`config.mk`:
```
export PLATFORM = sky130hd
export DESIGN_NAME = radio_core_top
export DESIGN_NICKNAME = d
export VERILOG_FILES = /design/src/logic/radio_core_pkg.sv /design/src/logic/core_glob_regs.sv /design/src/logic/iq_frontend.sv /design/src/logic/radio_core_top.sv /design/src/logic/regport_resp_mux.sv /design/src/logic/sample_router.sv
export SDC_FILE = /design/constraint.sdc
export NUM_CORES = 1
export LEC_CHECK = 0
export BUFFER_PORTS_ARGS = -buffer_cell sky130_fd_sc_hd__buf_2
export CAP_MARGIN = 20
export CORE_ASPECT_RATIO = 0.7
export CORE_MARGIN = 4
export CORE_UTILIZATION = 50
export CTS_BUF_LIST = sky130_fd_sc_hd__clkbuf_4
export DETAILED_ROUTE_END_ITERATION = 8
export GPL_ROUTABILITY_DRIVEN = 1
export PLACE_DENSITY_LB_ADDON = 0.12
export SYNTH_ARGS = -nofsm -noshare
export SYNTH_HDL_FRONTEND = slang
export SYNTH_SLANG_ARGS = --single-unit
```
`constraint.sdc`:
```
create_clock -name bus_clk -period 1.8 [get_ports bus_clk]
set_input_delay 0.27 -clock bus_clk [delete_from_list [all_inputs] [get_ports bus_clk]]
set_output_delay 0.27 -clock bus_clk [all_outputs]
set_load 0.05 [all_outputs]
```
`src/logic/radio_core_pkg.sv`:
```
//////////////////////////////
// Shared widths, register map and reset values of the radio core
// Referenced by scoped name from the RTL and the testbench
//////////////////////////////

`default_nettype none

package radio_core_pkg;

  //////////////////////////////
  // Widths
  //////////////////////////////
  localparam int REG_AWIDTH    = 14;
  localparam int REG_DWIDTH    = 32;
  // Sample word holds I in the upper half and Q in the lower half
  localparam int SAMP_WIDTH    = 32;
  localparam int HALF_WIDTH    = SAMP_WIDTH / 2;
  localparam int NUM_CHAN      = 4;
  localparam int ROUTE_WIDTH   = 2;
  localparam int SPI_MUX_WIDTH = 3;

  //////////////////////////////
  // Register map
  //////////////////////////////
  localparam logic [REG_AWIDTH-1:0] REG_GIT_HASH   = 14'h0;
  localparam logic [REG_AWIDTH-1:0] REG_NUM_CE     = 14'h4;
  localparam logic [REG_AWIDTH-1:0] REG_CTRL       = 14'h8;
  // Route register k sits at base plus 4*k
  localparam logic [REG_AWIDTH-1:0] REG_ROUTE_BASE = 14'h10;

  // Fixed identifier and control word after reset
  localparam logic [REG_DWIDTH-1:0] BUILD_ID   = 32'h5AC0_0310;
  localparam logic [REG_DWIDTH-1:0] CTRL_RESET = 32'h2;

  // Control word seen whole or split into its fields
  // spi_mux in the low bits, then cpld_reset, then one conj bit per channel
  typedef union packed {
    logic [REG_DWIDTH-1:0] raw;
    struct packed {
      logic [REG_DWIDTH-NUM_CHAN-SPI_MUX_WIDTH-2:0] reserved;
      logic [NUM_CHAN-1:0]                          conj_en;
      logic                                         cpld_reset;
      logic [SPI_MUX_WIDTH-1:0]                     spi_mux;
    } fields;
  } ctrl_word_u;

endpackage

`default_nettype wire

```
`src/logic/core_glob_regs.sv`:
```
//////////////////////////////
// Global register block
// Build id, channel count and the board control word
// Answers reads one cycle after the request
//////////////////////////////

`timescale 1ns/100ps
`default_nettype none

module core_glob_regs (
  input  wire                                       bus_clk,
  input  wire                                       bus_rst,
  // Write strobe with address and data
  input  wire                                       i_wr_req,
  input  wire  [radio_core_pkg::REG_AWIDTH-1:0]     i_wr_addr,
  input  wire  [radio_core_pkg::REG_DWIDTH-1:0]     i_wr_data,
  // Read strobe and one-cycle response
  input  wire                                       i_rd_req,
  input  wire  [radio_core_pkg::REG_AWIDTH-1:0]     i_rd_addr,
  output logic                                      o_rd_resp,
  output logic [radio_core_pkg::REG_DWIDTH-1:0]     o_rd_data,
  // Board controls
  output logic [radio_core_pkg::SPI_MUX_WIDTH-1:0]  o_spi_mux,
  output logic                                      o_cpld_reset,
  output logic [radio_core_pkg::NUM_CHAN-1:0]       o_conj_en
);

  radio_core_pkg::ctrl_word_u             ctrl_q;
  logic                                   rd_hit;
  logic [radio_core_pkg::REG_DWIDTH-1:0]  rd_mux;

  //////////////////////////////
  // Control word
  //////////////////////////////
  // Loaded whole on a write hit
  always_ff @(posedge bus_clk) begin
    if (bus_rst) begin
      ctrl_q.raw <= radio_core_pkg::CTRL_RESET;
    end else if (i_wr_req && (i_wr_addr == radio_core_pkg::REG_CTRL)) begin
      ctrl_q.raw <= i_wr_data;
    end
  end

  // Outputs straight from the stored fields
  assign o_spi_mux    = ctrl_q.fields.spi_mux;
  assign o_cpld_reset = ctrl_q.fields.cpld_reset;
  assign o_conj_en    = ctrl_q.fields.conj_en;

  //////////////////////////////
  // Readback
  //////////////////////////////
  // Address decode where unmapped addresses give no hit
  always_comb begin
    rd_hit = 1'b1;
    rd_mux = '0;
    case (i_rd_addr)
      radio_core_pkg::REG_GIT_HASH: rd_mux = radio_core_pkg::BUILD_ID;
      radio_core_pkg::REG_NUM_CE:   rd_mux = radio_core_pkg::REG_DWIDTH'(radio_core_pkg::NUM_CHAN);
      radio_core_pkg::REG_CTRL:     rd_mux = ctrl_q.raw;
      default:                      rd_hit = 1'b0;
    endcase
  end

  // Response pulse lasts a single cycle
  always_ff @(posedge bus_clk) begin
    if (bus_rst) begin
      o_rd_resp <= 1'b0;
    end else begin
      o_rd_resp <= i_rd_req && rd_hit;
    end
  end

  // Read data captured with the request
  always_ff @(posedge bus_clk) begin
    if (i_rd_req) begin
      o_rd_data <= rd_mux;
    end
  end

endmodule

`default_nettype wire

```
`src/logic/iq_frontend.sv`:
```
//////////////////////////////
// Receive channel front end
// Swaps I and Q, optionally negates the new Q
//////////////////////////////

`timescale 1ns/100ps
`default_nettype none

module iq_frontend (
  input  wire                                     bus_clk,
  input  wire                                     bus_rst,
  // Conjugate enable from the control word
  input  wire                                     i_conj,
  // Incoming sample and strobe
  input  wire  [radio_core_pkg::SAMP_WIDTH-1:0]   i_data,
  input  wire                                     i_stb,
  // Swapped sample, one cycle later
  output logic [radio_core_pkg::SAMP_WIDTH-1:0]   o_data,
  output logic                                    o_stb
);

  logic [radio_core_pkg::HALF_WIDTH-1:0] i_half;
  logic [radio_core_pkg::HALF_WIDTH-1:0] q_half;
  logic [radio_core_pkg::HALF_WIDTH-1:0] new_q;

  // Split the incoming word
  assign i_half = i_data[radio_core_pkg::SAMP_WIDTH-1 -: radio_core_pkg::HALF_WIDTH];
  assign q_half = i_data[radio_core_pkg::HALF_WIDTH-1:0];

  // Old I becomes the new Q
  // Two's complement negate with the most negative value wrapping to itself
  assign new_q = i_conj ? (~i_half + 1'b1) : i_half;

  // Strobe delay
  always_ff @(posedge bus_clk) begin
    if (bus_rst) begin
      o_stb <= 1'b0;
    end else begin
      o_stb <= i_stb;
    end
  end

  // Sample held between strobes
  always_ff @(posedge bus_clk) begin
    if (i_stb) begin
      o_data <= {q_half, new_q};
    end
  end

endmodule

`default_nettype wire

```
`src/logic/radio_core_top.sv`:
```
//////////////////////////////
// Radio core top level
// Register port, four receive front ends and the sample router
// Samples and registers all run on bus_clk
//////////////////////////////

`timescale 1ns/100ps
`default_nettype none

module radio_core_top (
  input  wire                                                               bus_clk,
  input  wire                                                               bus_rst,
  // Register port
  input  wire                                                               i_reg_wr_req,
  input  wire  [radio_core_pkg::REG_AWIDTH-1:0]                             i_reg_wr_addr,
  input  wire  [radio_core_pkg::REG_DWIDTH-1:0]                             i_reg_wr_data,
  input  wire                                                               i_reg_rd_req,
  input  wire  [radio_core_pkg::REG_AWIDTH-1:0]                             i_reg_rd_addr,
  output wire                                                               o_reg_rd_resp,
  output wire  [radio_core_pkg::REG_DWIDTH-1:0]                             o_reg_rd_data,
  // Receive samples
  input  wire  [radio_core_pkg::NUM_CHAN-1:0][radio_core_pkg::SAMP_WIDTH-1:0] i_rx_data,
  input  wire  [radio_core_pkg::NUM_CHAN-1:0]                               i_rx_stb,
  // Transmit samples
  output wire  [radio_core_pkg::NUM_CHAN-1:0][radio_core_pkg::SAMP_WIDTH-1:0] o_tx_data,
  output wire  [radio_core_pkg::NUM_CHAN-1:0]                               o_tx_stb,
  // Board controls
  output wire  [radio_core_pkg::SPI_MUX_WIDTH-1:0]                          o_spi_mux,
  output wire                                                               o_cpld_reset
);

  wire                                                                glob_rd_resp;
  wire [radio_core_pkg::REG_DWIDTH-1:0]                               glob_rd_data;
  wire                                                                route_rd_resp;
  wire [radio_core_pkg::REG_DWIDTH-1:0]                               route_rd_data;
  wire [radio_core_pkg::NUM_CHAN-1:0]                                 conj_en;
  wire [radio_core_pkg::NUM_CHAN-1:0][radio_core_pkg::SAMP_WIDTH-1:0] fe_data;
  wire [radio_core_pkg::NUM_CHAN-1:0]                                 fe_stb;

  //////////////////////////////
  // Registers
  //////////////////////////////
  core_glob_regs u_core_glob_regs (
    .bus_clk      (bus_clk),
    .bus_rst      (bus_rst),
    .i_wr_req     (i_reg_wr_req),
    .i_wr_addr    (i_reg_wr_addr),
    .i_wr_data    (i_reg_wr_data),
    .i_rd_req     (i_reg_rd_req),
    .i_rd_addr    (i_reg_rd_addr),
    .o_rd_resp    (glob_rd_resp),
    .o_rd_data    (glob_rd_data),
    .o_spi_mux    (o_spi_mux),
    .o_cpld_reset (o_cpld_reset),
    .o_conj_en    (conj_en)
  );

  // Adds the second read cycle
  regport_resp_mux u_regport_resp_mux (
    .bus_clk      (bus_clk),
    .bus_rst      (bus_rst),
    .i_glob_resp  (glob_rd_resp),
    .i_glob_data  (glob_rd_data),
    .i_route_resp (route_rd_resp),
    .i_route_data (route_rd_data),
    .o_rd_resp    (o_reg_rd_resp),
    .o_rd_data    (o_reg_rd_data)
  );

  //////////////////////////////
  // Sample path
  //////////////////////////////
  // One front end per channel with its own conj bit
  for (genvar ch = 0; ch < radio_core_pkg::NUM_CHAN; ch++) begin : g_frontend
    iq_frontend u_iq_frontend (
      .bus_clk (bus_clk),
      .bus_rst (bus_rst),
      .i_conj  (conj_en[ch]),
      .i_data  (i_rx_data[ch]),
      .i_stb   (i_rx_stb[ch]),
      .o_data  (fe_data[ch]),
      .o_stb   (fe_stb[ch])
    );
  end

  sample_router u_sample_router (
    .bus_clk   (bus_clk),
    .bus_rst   (bus_rst),
    .i_wr_req  (i_reg_wr_req),
    .i_wr_addr (i_reg_wr_addr),
    .i_wr_data (i_reg_wr_data),
    .i_rd_req  (i_reg_rd_req),
    .i_rd_addr (i_reg_rd_addr),
    .o_rd_resp (route_rd_resp),
    .o_rd_data (route_rd_data),
    .i_data    (fe_data),
    .i_stb     (fe_stb),
    .o_data    (o_tx_data),
    .o_stb     (o_tx_stb)
  );

endmodule

`default_nettype wire

```
`src/logic/regport_resp_mux.sv`:
```
//////////////////////////////
// Read response merge
// Registers whichever block answered
//////////////////////////////

`timescale 1ns/100ps
`default_nettype none

module regport_resp_mux (
  input  wire                                     bus_clk,
  input  wire                                     bus_rst,
  // Global register block response
  input  wire                                     i_glob_resp,
  input  wire  [radio_core_pkg::REG_DWIDTH-1:0]   i_glob_data,
  // Router response
  input  wire                                     i_route_resp,
  input  wire  [radio_core_pkg::REG_DWIDTH-1:0]   i_route_data,
  // Merged response, one cycle later
  output logic                                    o_rd_resp,
  output logic [radio_core_pkg::REG_DWIDTH-1:0]   o_rd_data
);

  logic [radio_core_pkg::REG_DWIDTH-1:0] data_or;

  // Address ranges never overlap
  // So an AND-OR merge is enough
  assign data_or = ({radio_core_pkg::REG_DWIDTH{i_glob_resp}} & i_glob_data) |
                   ({radio_core_pkg::REG_DWIDTH{i_route_resp}} & i_route_data);

  always_ff @(posedge bus_clk) begin
    if (bus_rst) begin
      o_rd_resp <= 1'b0;
      o_rd_data <= '0;
    end else begin
      o_rd_resp <= i_glob_resp | i_route_resp;
      // Data only moves with a response
      if (i_glob_resp || i_route_resp) begin
        o_rd_data <= data_or;
      end
    end
  end

endmodule

`default_nettype wire

```
`src/logic/sample_router.sv`:
```
//////////////////////////////
// Sample router with route-select registers
// Each transmit output picks one receive channel
// Route registers read back zero-extended
//////////////////////////////

`timescale 1ns/100ps
`default_nettype none

module sample_router (
  input  wire                                                               bus_clk,
  input  wire                                                               bus_rst,
  // Register write port
  input  wire                                                               i_wr_req,
  input  wire  [radio_core_pkg::REG_AWIDTH-1:0]                             i_wr_addr,
  input  wire  [radio_core_pkg::REG_DWIDTH-1:0]                             i_wr_data,
  // Register read port
  input  wire                                                               i_rd_req,
  input  wire  [radio_core_pkg::REG_AWIDTH-1:0]                             i_rd_addr,
  output logic                                                              o_rd_resp,
  output logic [radio_core_pkg::REG_DWIDTH-1:0]                             o_rd_data,
  // Samples from the front ends
  input  wire  [radio_core_pkg::NUM_CHAN-1:0][radio_core_pkg::SAMP_WIDTH-1:0] i_data,
  input  wire  [radio_core_pkg::NUM_CHAN-1:0]                               i_stb,
  // Routed samples to the transmit side
  output logic [radio_core_pkg::NUM_CHAN-1:0][radio_core_pkg::SAMP_WIDTH-1:0] o_data,
  output logic [radio_core_pkg::NUM_CHAN-1:0]                               o_stb
);

  logic [radio_core_pkg::ROUTE_WIDTH-1:0] route_q [radio_core_pkg::NUM_CHAN];
  logic [radio_core_pkg::NUM_CHAN-1:0]    wr_hit;
  logic [radio_core_pkg::NUM_CHAN-1:0]    rd_hit;
  logic [radio_core_pkg::REG_DWIDTH-1:0]  rd_mux;

  // Address of route register k
  function automatic logic [radio_core_pkg::REG_AWIDTH-1:0] route_addr(input int k);
    route_addr = radio_core_pkg::REG_ROUTE_BASE + radio_core_pkg::REG_AWIDTH'(4 * k);
  endfunction

  //////////////////////////////
  // Route registers
  //////////////////////////////
  // Per-register address decode and readback mux
  always_comb begin
    rd_mux = '0;
    for (int k = 0; k < radio_core_pkg::NUM_CHAN; k++) begin
      wr_hit[k] = i_wr_addr == route_addr(k);
      rd_hit[k] = i_rd_addr == route_addr(k);
      if (rd_hit[k]) begin
        rd_mux = radio_core_pkg::REG_DWIDTH'(route_q[k]);
      end
    end
  end

  // Reset puts each output on its own channel
  always_ff @(posedge bus_clk) begin
    for (int k = 0; k < radio_core_pkg::NUM_CHAN; k++) begin
      if (bus_rst) begin
        route_q[k] <= radio_core_pkg::ROUTE_WIDTH'(k);
      end else if (i_wr_req && wr_hit[k]) begin
        // Only the low bits are kept
        route_q[k] <= i_wr_data[radio_core_pkg::ROUTE_WIDTH-1:0];
      end
    end
  end

  // One-cycle read response
  always_ff @(posedge bus_clk) begin
    if (bus_rst) begin
      o_rd_resp <= 1'b0;
    end else begin
      o_rd_resp <= i_rd_req && (|rd_hit);
    end
  end

  always_ff @(posedge bus_clk) begin
    if (i_rd_req) begin
      o_rd_data <= rd_mux;
    end
  end

  //////////////////////////////
  // Channel selector
  //////////////////////////////
  // Strobes follow the current route every cycle
  always_ff @(posedge bus_clk) begin
    for (int k = 0; k < radio_core_pkg::NUM_CHAN; k++) begin
      if (bus_rst) begin
        o_stb[k] <= 1'b0;
      end else begin
        o_stb[k] <= i_stb[route_q[k]];
      end
    end
  end

  // Words follow the same selection
  always_ff @(posedge bus_clk) begin
    for (int k = 0; k < radio_core_pkg::NUM_CHAN; k++) begin
      o_data[k] <= i_data[route_q[k]];
    end
  end

endmodule

`default_nettype wire

```
==> metrics.txt, run 1 <==
status=finished clean; synthesized flop and latch total=373; Starting Density=0.507; top cells by count, synth=dfxtp_1 (203), edfxtp_1 (170), mux4_2 (134); vias in the first global route=11700; dominant cell type by area after synthesis=edfxtp_1; most common cell in the netlist=dfxtp_1; Antenna Nets Post-Route=0; Rows=53; total gr overflow=0; largest net degree at the start of global routing=65; final WL=about 45000 um; Crit path top cell by count=dlygate4sd3_1; Clock Tree Buf Depth=3; slew margin rel.=0.610; all-layer global routing usage=0.269; ys async rst share=0; post-synthesis sequential area ratio=0.602; RSZ-0062 raised after global routing=false; clock slew at reported path FFs=0.07 ns; Synth cell types=45; initial antenna violation count=4; Synth top area share=0.335; die area=33300 um^2; vias per cell=5.31; # fillers=2149; IR drop worst, VDD=between 0.6 and 0.7 mV; Initial DRC Count=between 900 and 1000; P&R area growth vs syn=39.2%; fin util=0.705; critical path's largest stage delay=between 0.6 and 0.7 ns; io pins=365; pwr dens=985 nW/um^2; DIE HEIGHT=154 um; leak pwr=between 8 and 9 nW; Max Freq=~560 MHz; Pre-antenna DRT Iters=5; Num CTS Buffers=89; first-pass GRT wire length=67900 um; Post-synth EDFFs=170; CP Launch Type=input port; Critical-path top delay cell=dlygate4sd3_1; Setup Skew=approximately 0.054 ns; Hold Fails Final Rpt=0; endpoints failing setup=0; Min Hold Slack=around 0.13 ns; wire per inst=21.1 um; Critical Path, Cell by Cell=dlygate4sd3_1 > buf_2 > nor3_2 > nand4_1 > dlygate4sd3_1 > nor2_1 > dlygate4sd3_1; fin nets=1850; final HPWL from detailed placement=between 20000 and 30000 um; synthesized cell area=15200 um^2; syn nets=around 1200; Core Box Area=30000 um^2; Worst Path Max Fanout=3; CTS tree=built; hold crit path type=in -> reg; Yosys warning count=0; Final min period=1.78 ns; kind of critical path=in -> reg; Root Driver=clkbuf_4; Final Max Slew Viols=0; ys flop type=dfxtp_1; synth top area cells=edfxtp_1 (34%), dfxtp_1 (27%), mux4_2 (20%); DR DRC count=0; Clock Latency Late Sink=between 0.7 and 0.8 ns; Avg Inst Size Synth=15.0 um^2; PortBufs=about 360; CP arrival=2.45 ns; total clock sinks=373; layout cells sized above 1=0.422; critical path endpoint category=flip-flop; max cap viols=0; H-tree depth=3; WP data required=around 2.5 ns; RePlAce Congestion=0.847; Worst-Margin Slew=just under 0.6 ns; DR vias=11400; die width=between 200 and 250 um; Cells after Synth=just over 1000; Final Cycle Share=0.988
[registers in the layout, indices dropped and copies added, names as in the netlist]
name                             cells
g_frontend.u_iq_frontend.o_data    128
g_frontend.u_iq_frontend.o_stb       4
u_core_glob_regs.ctrl_q             32
u_core_glob_regs.o_rd_data          32
u_core_glob_regs.o_rd_resp           1
u_regport_resp_mux.o_rd_data        32
u_regport_resp_mux.o_rd_resp         1
u_sample_router.o_data             128
u_sample_router.o_rd_data            2
u_sample_router.o_rd_resp            1
u_sample_router.o_stb                4
u_sample_router.route_q              8
[power breakdown]
group	total, mW	internal [mW]	switching [mW]
logic	3.72	1.41	2.31
registers	9.90	9.55	0.357
clock network	7.24	3.82	3.42
total	20.9	14.8	6.09
[metrics by stage]
step                      TNS, ns  cell area, um^2  power, mW  worst slack [ns]  cells
after floorplan                 0            15200       12.2             0.101   1012
after global placement     -0.604            18000       13.4            -0.137   1777
after detailed placement   -0.810            18000       13.5            -0.183   1777
after CTS                       0            21100       21.0            0.0317   2135
after global routing            0            21200       21.7           0.00426   2141
final                           0            21200       20.9            0.0221   2141
[cell families after synthesis]
group,after synthesis,share of synthesized area
compound gates,92,0.0369
xor+xnor,56,0.0322
fa+ha+maj,4,0.00329
buf+inv,93,0.0255
flops,373,0.602
mux,166,0.219
simple gates,228,0.0805
[critical path, delay by kind of cell]
| family | cells | cell delay [ns] |
|---|---|---|
| buffers and inverters | 4 | 1.83 |
| AND/OR/NAND/NOR | 3 | 0.35 |
[layout make-up]
type	count	area (um^2)	share of cell area
Sequential cell	373	9170	0.433
Multi-Input combinational cell	546	5710	0.270
Timing Repair Buffer	618	4480	0.212
Clock buffer	139	1040	0.0493
Tap cell	412	515	0.0243
Clock inverter	28	166	0.00786
Inverter	22	82.6	0.00390
Antenna cell	3	7.51	0.000354
[layout by cell type (no fill, tap or decap), types with 3 or more instances in the layout]
cell	netlist	routed
dfxtp_1	203	201
nor4_1	11	9
nor3_1	6	4
and2_1	27	27
o21ai_1	2	4
dlygate4sd3_1	0	191
buf_4	6	41
nor3b_1	33	32
inv_1	22	22
xnor2_1	54	54
clkinv_1	0	19
nand2_1	33	33
nor2b_1	6	6
clkinv_2	0	4
nor2_1	76	76
buf_2	13	363
o21ai_0	19	17
clkbuf_4	0	140
o31ai_1	18	15
diode_2	0	3
o41ai_1	4	4
a21oi_1	42	42
ha_1	4	4
mux2i_1	32	31
mux4_2	134	134
edfxtp_1	170	170
nand3b_1	6	6
buf_12	0	20
nand2b_1	8	8
o31ai_2	0	3
nand3_1	5	5
[worst paths after layout]
kind | start | end | slack, ns | depth (start not counted)
worst max-delay path | i_reg_rd_addr[13] | u_sample_router.o_rd_resp | 0.02 | 7
worst min-delay path | i_reg_wr_addr[1] | u_sample_router.route_q[3][0] | 0.13 | 6
worst max register to register | u_core_glob_regs.ctrl_q[5] | g_frontend[1].u_iq_frontend.o_data[3] | 0.16 | 4
worst min register to register | u_regport_resp_mux.o_rd_data[0] | u_regport_resp_mux.o_rd_data[0] | 0.46 | 2
[metal layers]
layer	wire length [um]	track usage	vias up
met4	810	0.0749	2
met5	8	0	-
met1	18700	0.366	5554
met2	21500	0.432	554
met3	4090	0.0713	67
li1	-	-	5183
[timing repair]
action | in CTS | in global routing
setup endpoints to repair | 0 | 9
resized for setup | 0 | 14
hold buffers | 191 | 0
endpoints found under the hold margin | 254 | 0
setup buffers | 0 | 2
No activity file was read; power rests on OpenSTA's default activity.
==> run 2, diff against run 1 <==
CORE_UTILIZATION = 55   (was 50)
HOLD_SLACK_MARGIN = 0.02   (was default)
clock period = 1.7 ns   (was 1.8 ns; I/O delays follow)
==> metrics.txt, run 2 (same netlist as run 1, synthesis figures left out) <==
Starting Density=0.565; Pre-antenna DRT Iters=8; leak pwr=8.31 nW; status=finished, violations left; DR DRC count=0; layout cells sized above 1=0.424; initial antenna violation count=5; WP data required=approximately 2.2 ns; Clock Tree Buf Depth=3; Crit Reg-Reg Endpoint=g_frontend[3].u_iq_frontend.o_data[3]; max cap viols=0; RSZ-0062 raised after global routing=true; highest-count cells in the layout ignoring fill and taps=buf_2 (359), dfxtp_1 (202), dlygate4sd3_1 (177); fin util=0.775; cell count of the worst reg-to-reg path=4; hold path cells=3; Endpoint, Worst Hold=g_frontend[3].u_iq_frontend.o_data[1]; Worst-Margin Slew=0.590 ns; Hold Fails Final Rpt=0; Num CTS Buffers=87; combinational share of power=0.180; Max Freq=577 MHz; Sw Pwr=6.42 mW; vias in the first global route=12000; RePlAce Congestion=0.856; CP Launch Type=input port; Setup Skew=around 0.031 ns; PortBufs=approximately 360; Antenna Nets Post-Route=0; final instance area=about 21000 um^2; Switching Fraction=0.296; H-tree depth=3; dpl cell area=17900 um^2; P&R area growth vs syn=37.4%; final HPWL from detailed placement=28700 um; IR drop worst, VDD=0.692 mV; failing checks=setup timing; DIE HEIGHT=~150 um; critical path endpoint category=flip-flop; Final Cycle Share=1.02; die area=30400 um^2; Clock Latency Late Sink=0.73 ns; sequential power share=0.485; total clock sinks=373; Layout Cells excl Fill=2083; endpoints failing setup=5; vias per cell=5.60; worst reg-to-reg setup slack=0.08 ns; Inst Count DP=around 1700; final WL=45800 um; total gr overflow=0; Clk pwr share=0.335; Cell Int Power=15.3 mW; Final Max Slew Viols=0; fin nets=between 1500 and 2000; Rows=50; CP arrival=roughly 2.2 ns; r2r startpoint=u_core_glob_regs.ctrl_q[7]; wire per inst=between 20 and 25 um; clock slew at reported path FFs=0.08 ns; worst setup margin=-0.0322 ns; CTS tree=built; Placement Setup Slack=-0.229 ns; kind of critical path=in -> reg; crit path from=i_rx_data[17]; Worst Path Max Fanout=4; Core Box Area=27000 um^2; Initial DRC Count=812; all-layer global routing usage=0.297; Regs by FF count=g_frontend.u_iq_frontend.o_data: 128 flops, u_sample_router.o_data: 128 flops; first-pass GRT wire length=68800 um; die width=slightly above 200 um; Hold Startpoint=i_rx_data[113]; slew margin rel.=0.606; Final min period=~1.7 ns; pwr dens=a little over 1000 nW/um^2; Root Driver=clkbuf_4; total power=21.7 mW; Setup TNS Final=-0.101 ns; DR vias=11700; hold crit path type=in -> reg; largest net degree at the start of global routing=68; io pins=365; commonest non-fill, non-tap cell in the layout=buf_2; Min Hold Slack=0.115 ns
-- run 2: worst max-delay path by stage --
stage / to / slack [ns]
after floorplan: g_frontend[0].u_iq_frontend.o_data[13] / 0.02
after global placement: g_frontend[3].u_iq_frontend.o_data[15] / -0.28
after detailed placement: g_frontend[3].u_iq_frontend.o_data[15] / -0.23
after CTS: g_frontend[3].u_iq_frontend.o_data[3] / 0.01
after global routing: g_frontend[0].u_iq_frontend.o_data[11] / -0.005
final: g_frontend[0].u_iq_frontend.o_data[11] / -0.03
-- run 2: critical path, stage by stage --
cell and delay (ns):
dlygate4sd3_1 0.53, buf_2 0.13, or3_1 0.44, or3b_4 0.50, o41ai_4 0.23, xnor2_1 0.11
-- run 2: power by group through the flow --
stage / Combinational (mW) / Clock (mW) / Sequential (mW)
floorplan: 0.936 / 0 / 12.0
global placement: 3.51 / 0 / 10.7
detailed placement: 3.53 / 0 / 10.7
CTS: 3.85 / 7.32 / 10.5
global route: 4.05 / 7.91 / 10.6
finish: 3.90 / 7.26 / 10.5
-- run 2: metal layers --
layer | GRT usage | vias up | wire length, um
li1 | - | 5151 | -
met1 | 0.388 | 5675 | 17500
met2 | 0.493 | 717 | 22500
met3 | 0.0761 | 116 | 4640
met4 | 0.0958 | 4 | 1170
met5 | 0 | - | 21
-- run 2: timing repair --
action	CTS	global route
setup buffers	0	4
hold endpoints to repair	299	0
hold buffers	177	0
pin swaps	0	1
resized for setup	2	12
setup endpoints to repair	2	19
-- run 2: cell type report --
type | instances | area [um^2]
inverters | 22 | 82.6
clock inverters | 26 | 100
repair buffers | 610 | 4340
flip-flops and latches | 373 | 9170
fillers | 1603 | 6050
diodes | 5 | 12.5
well taps | 364 | 455
multi-input cells | 546 | 5720
clock buffers | 137 | 1030
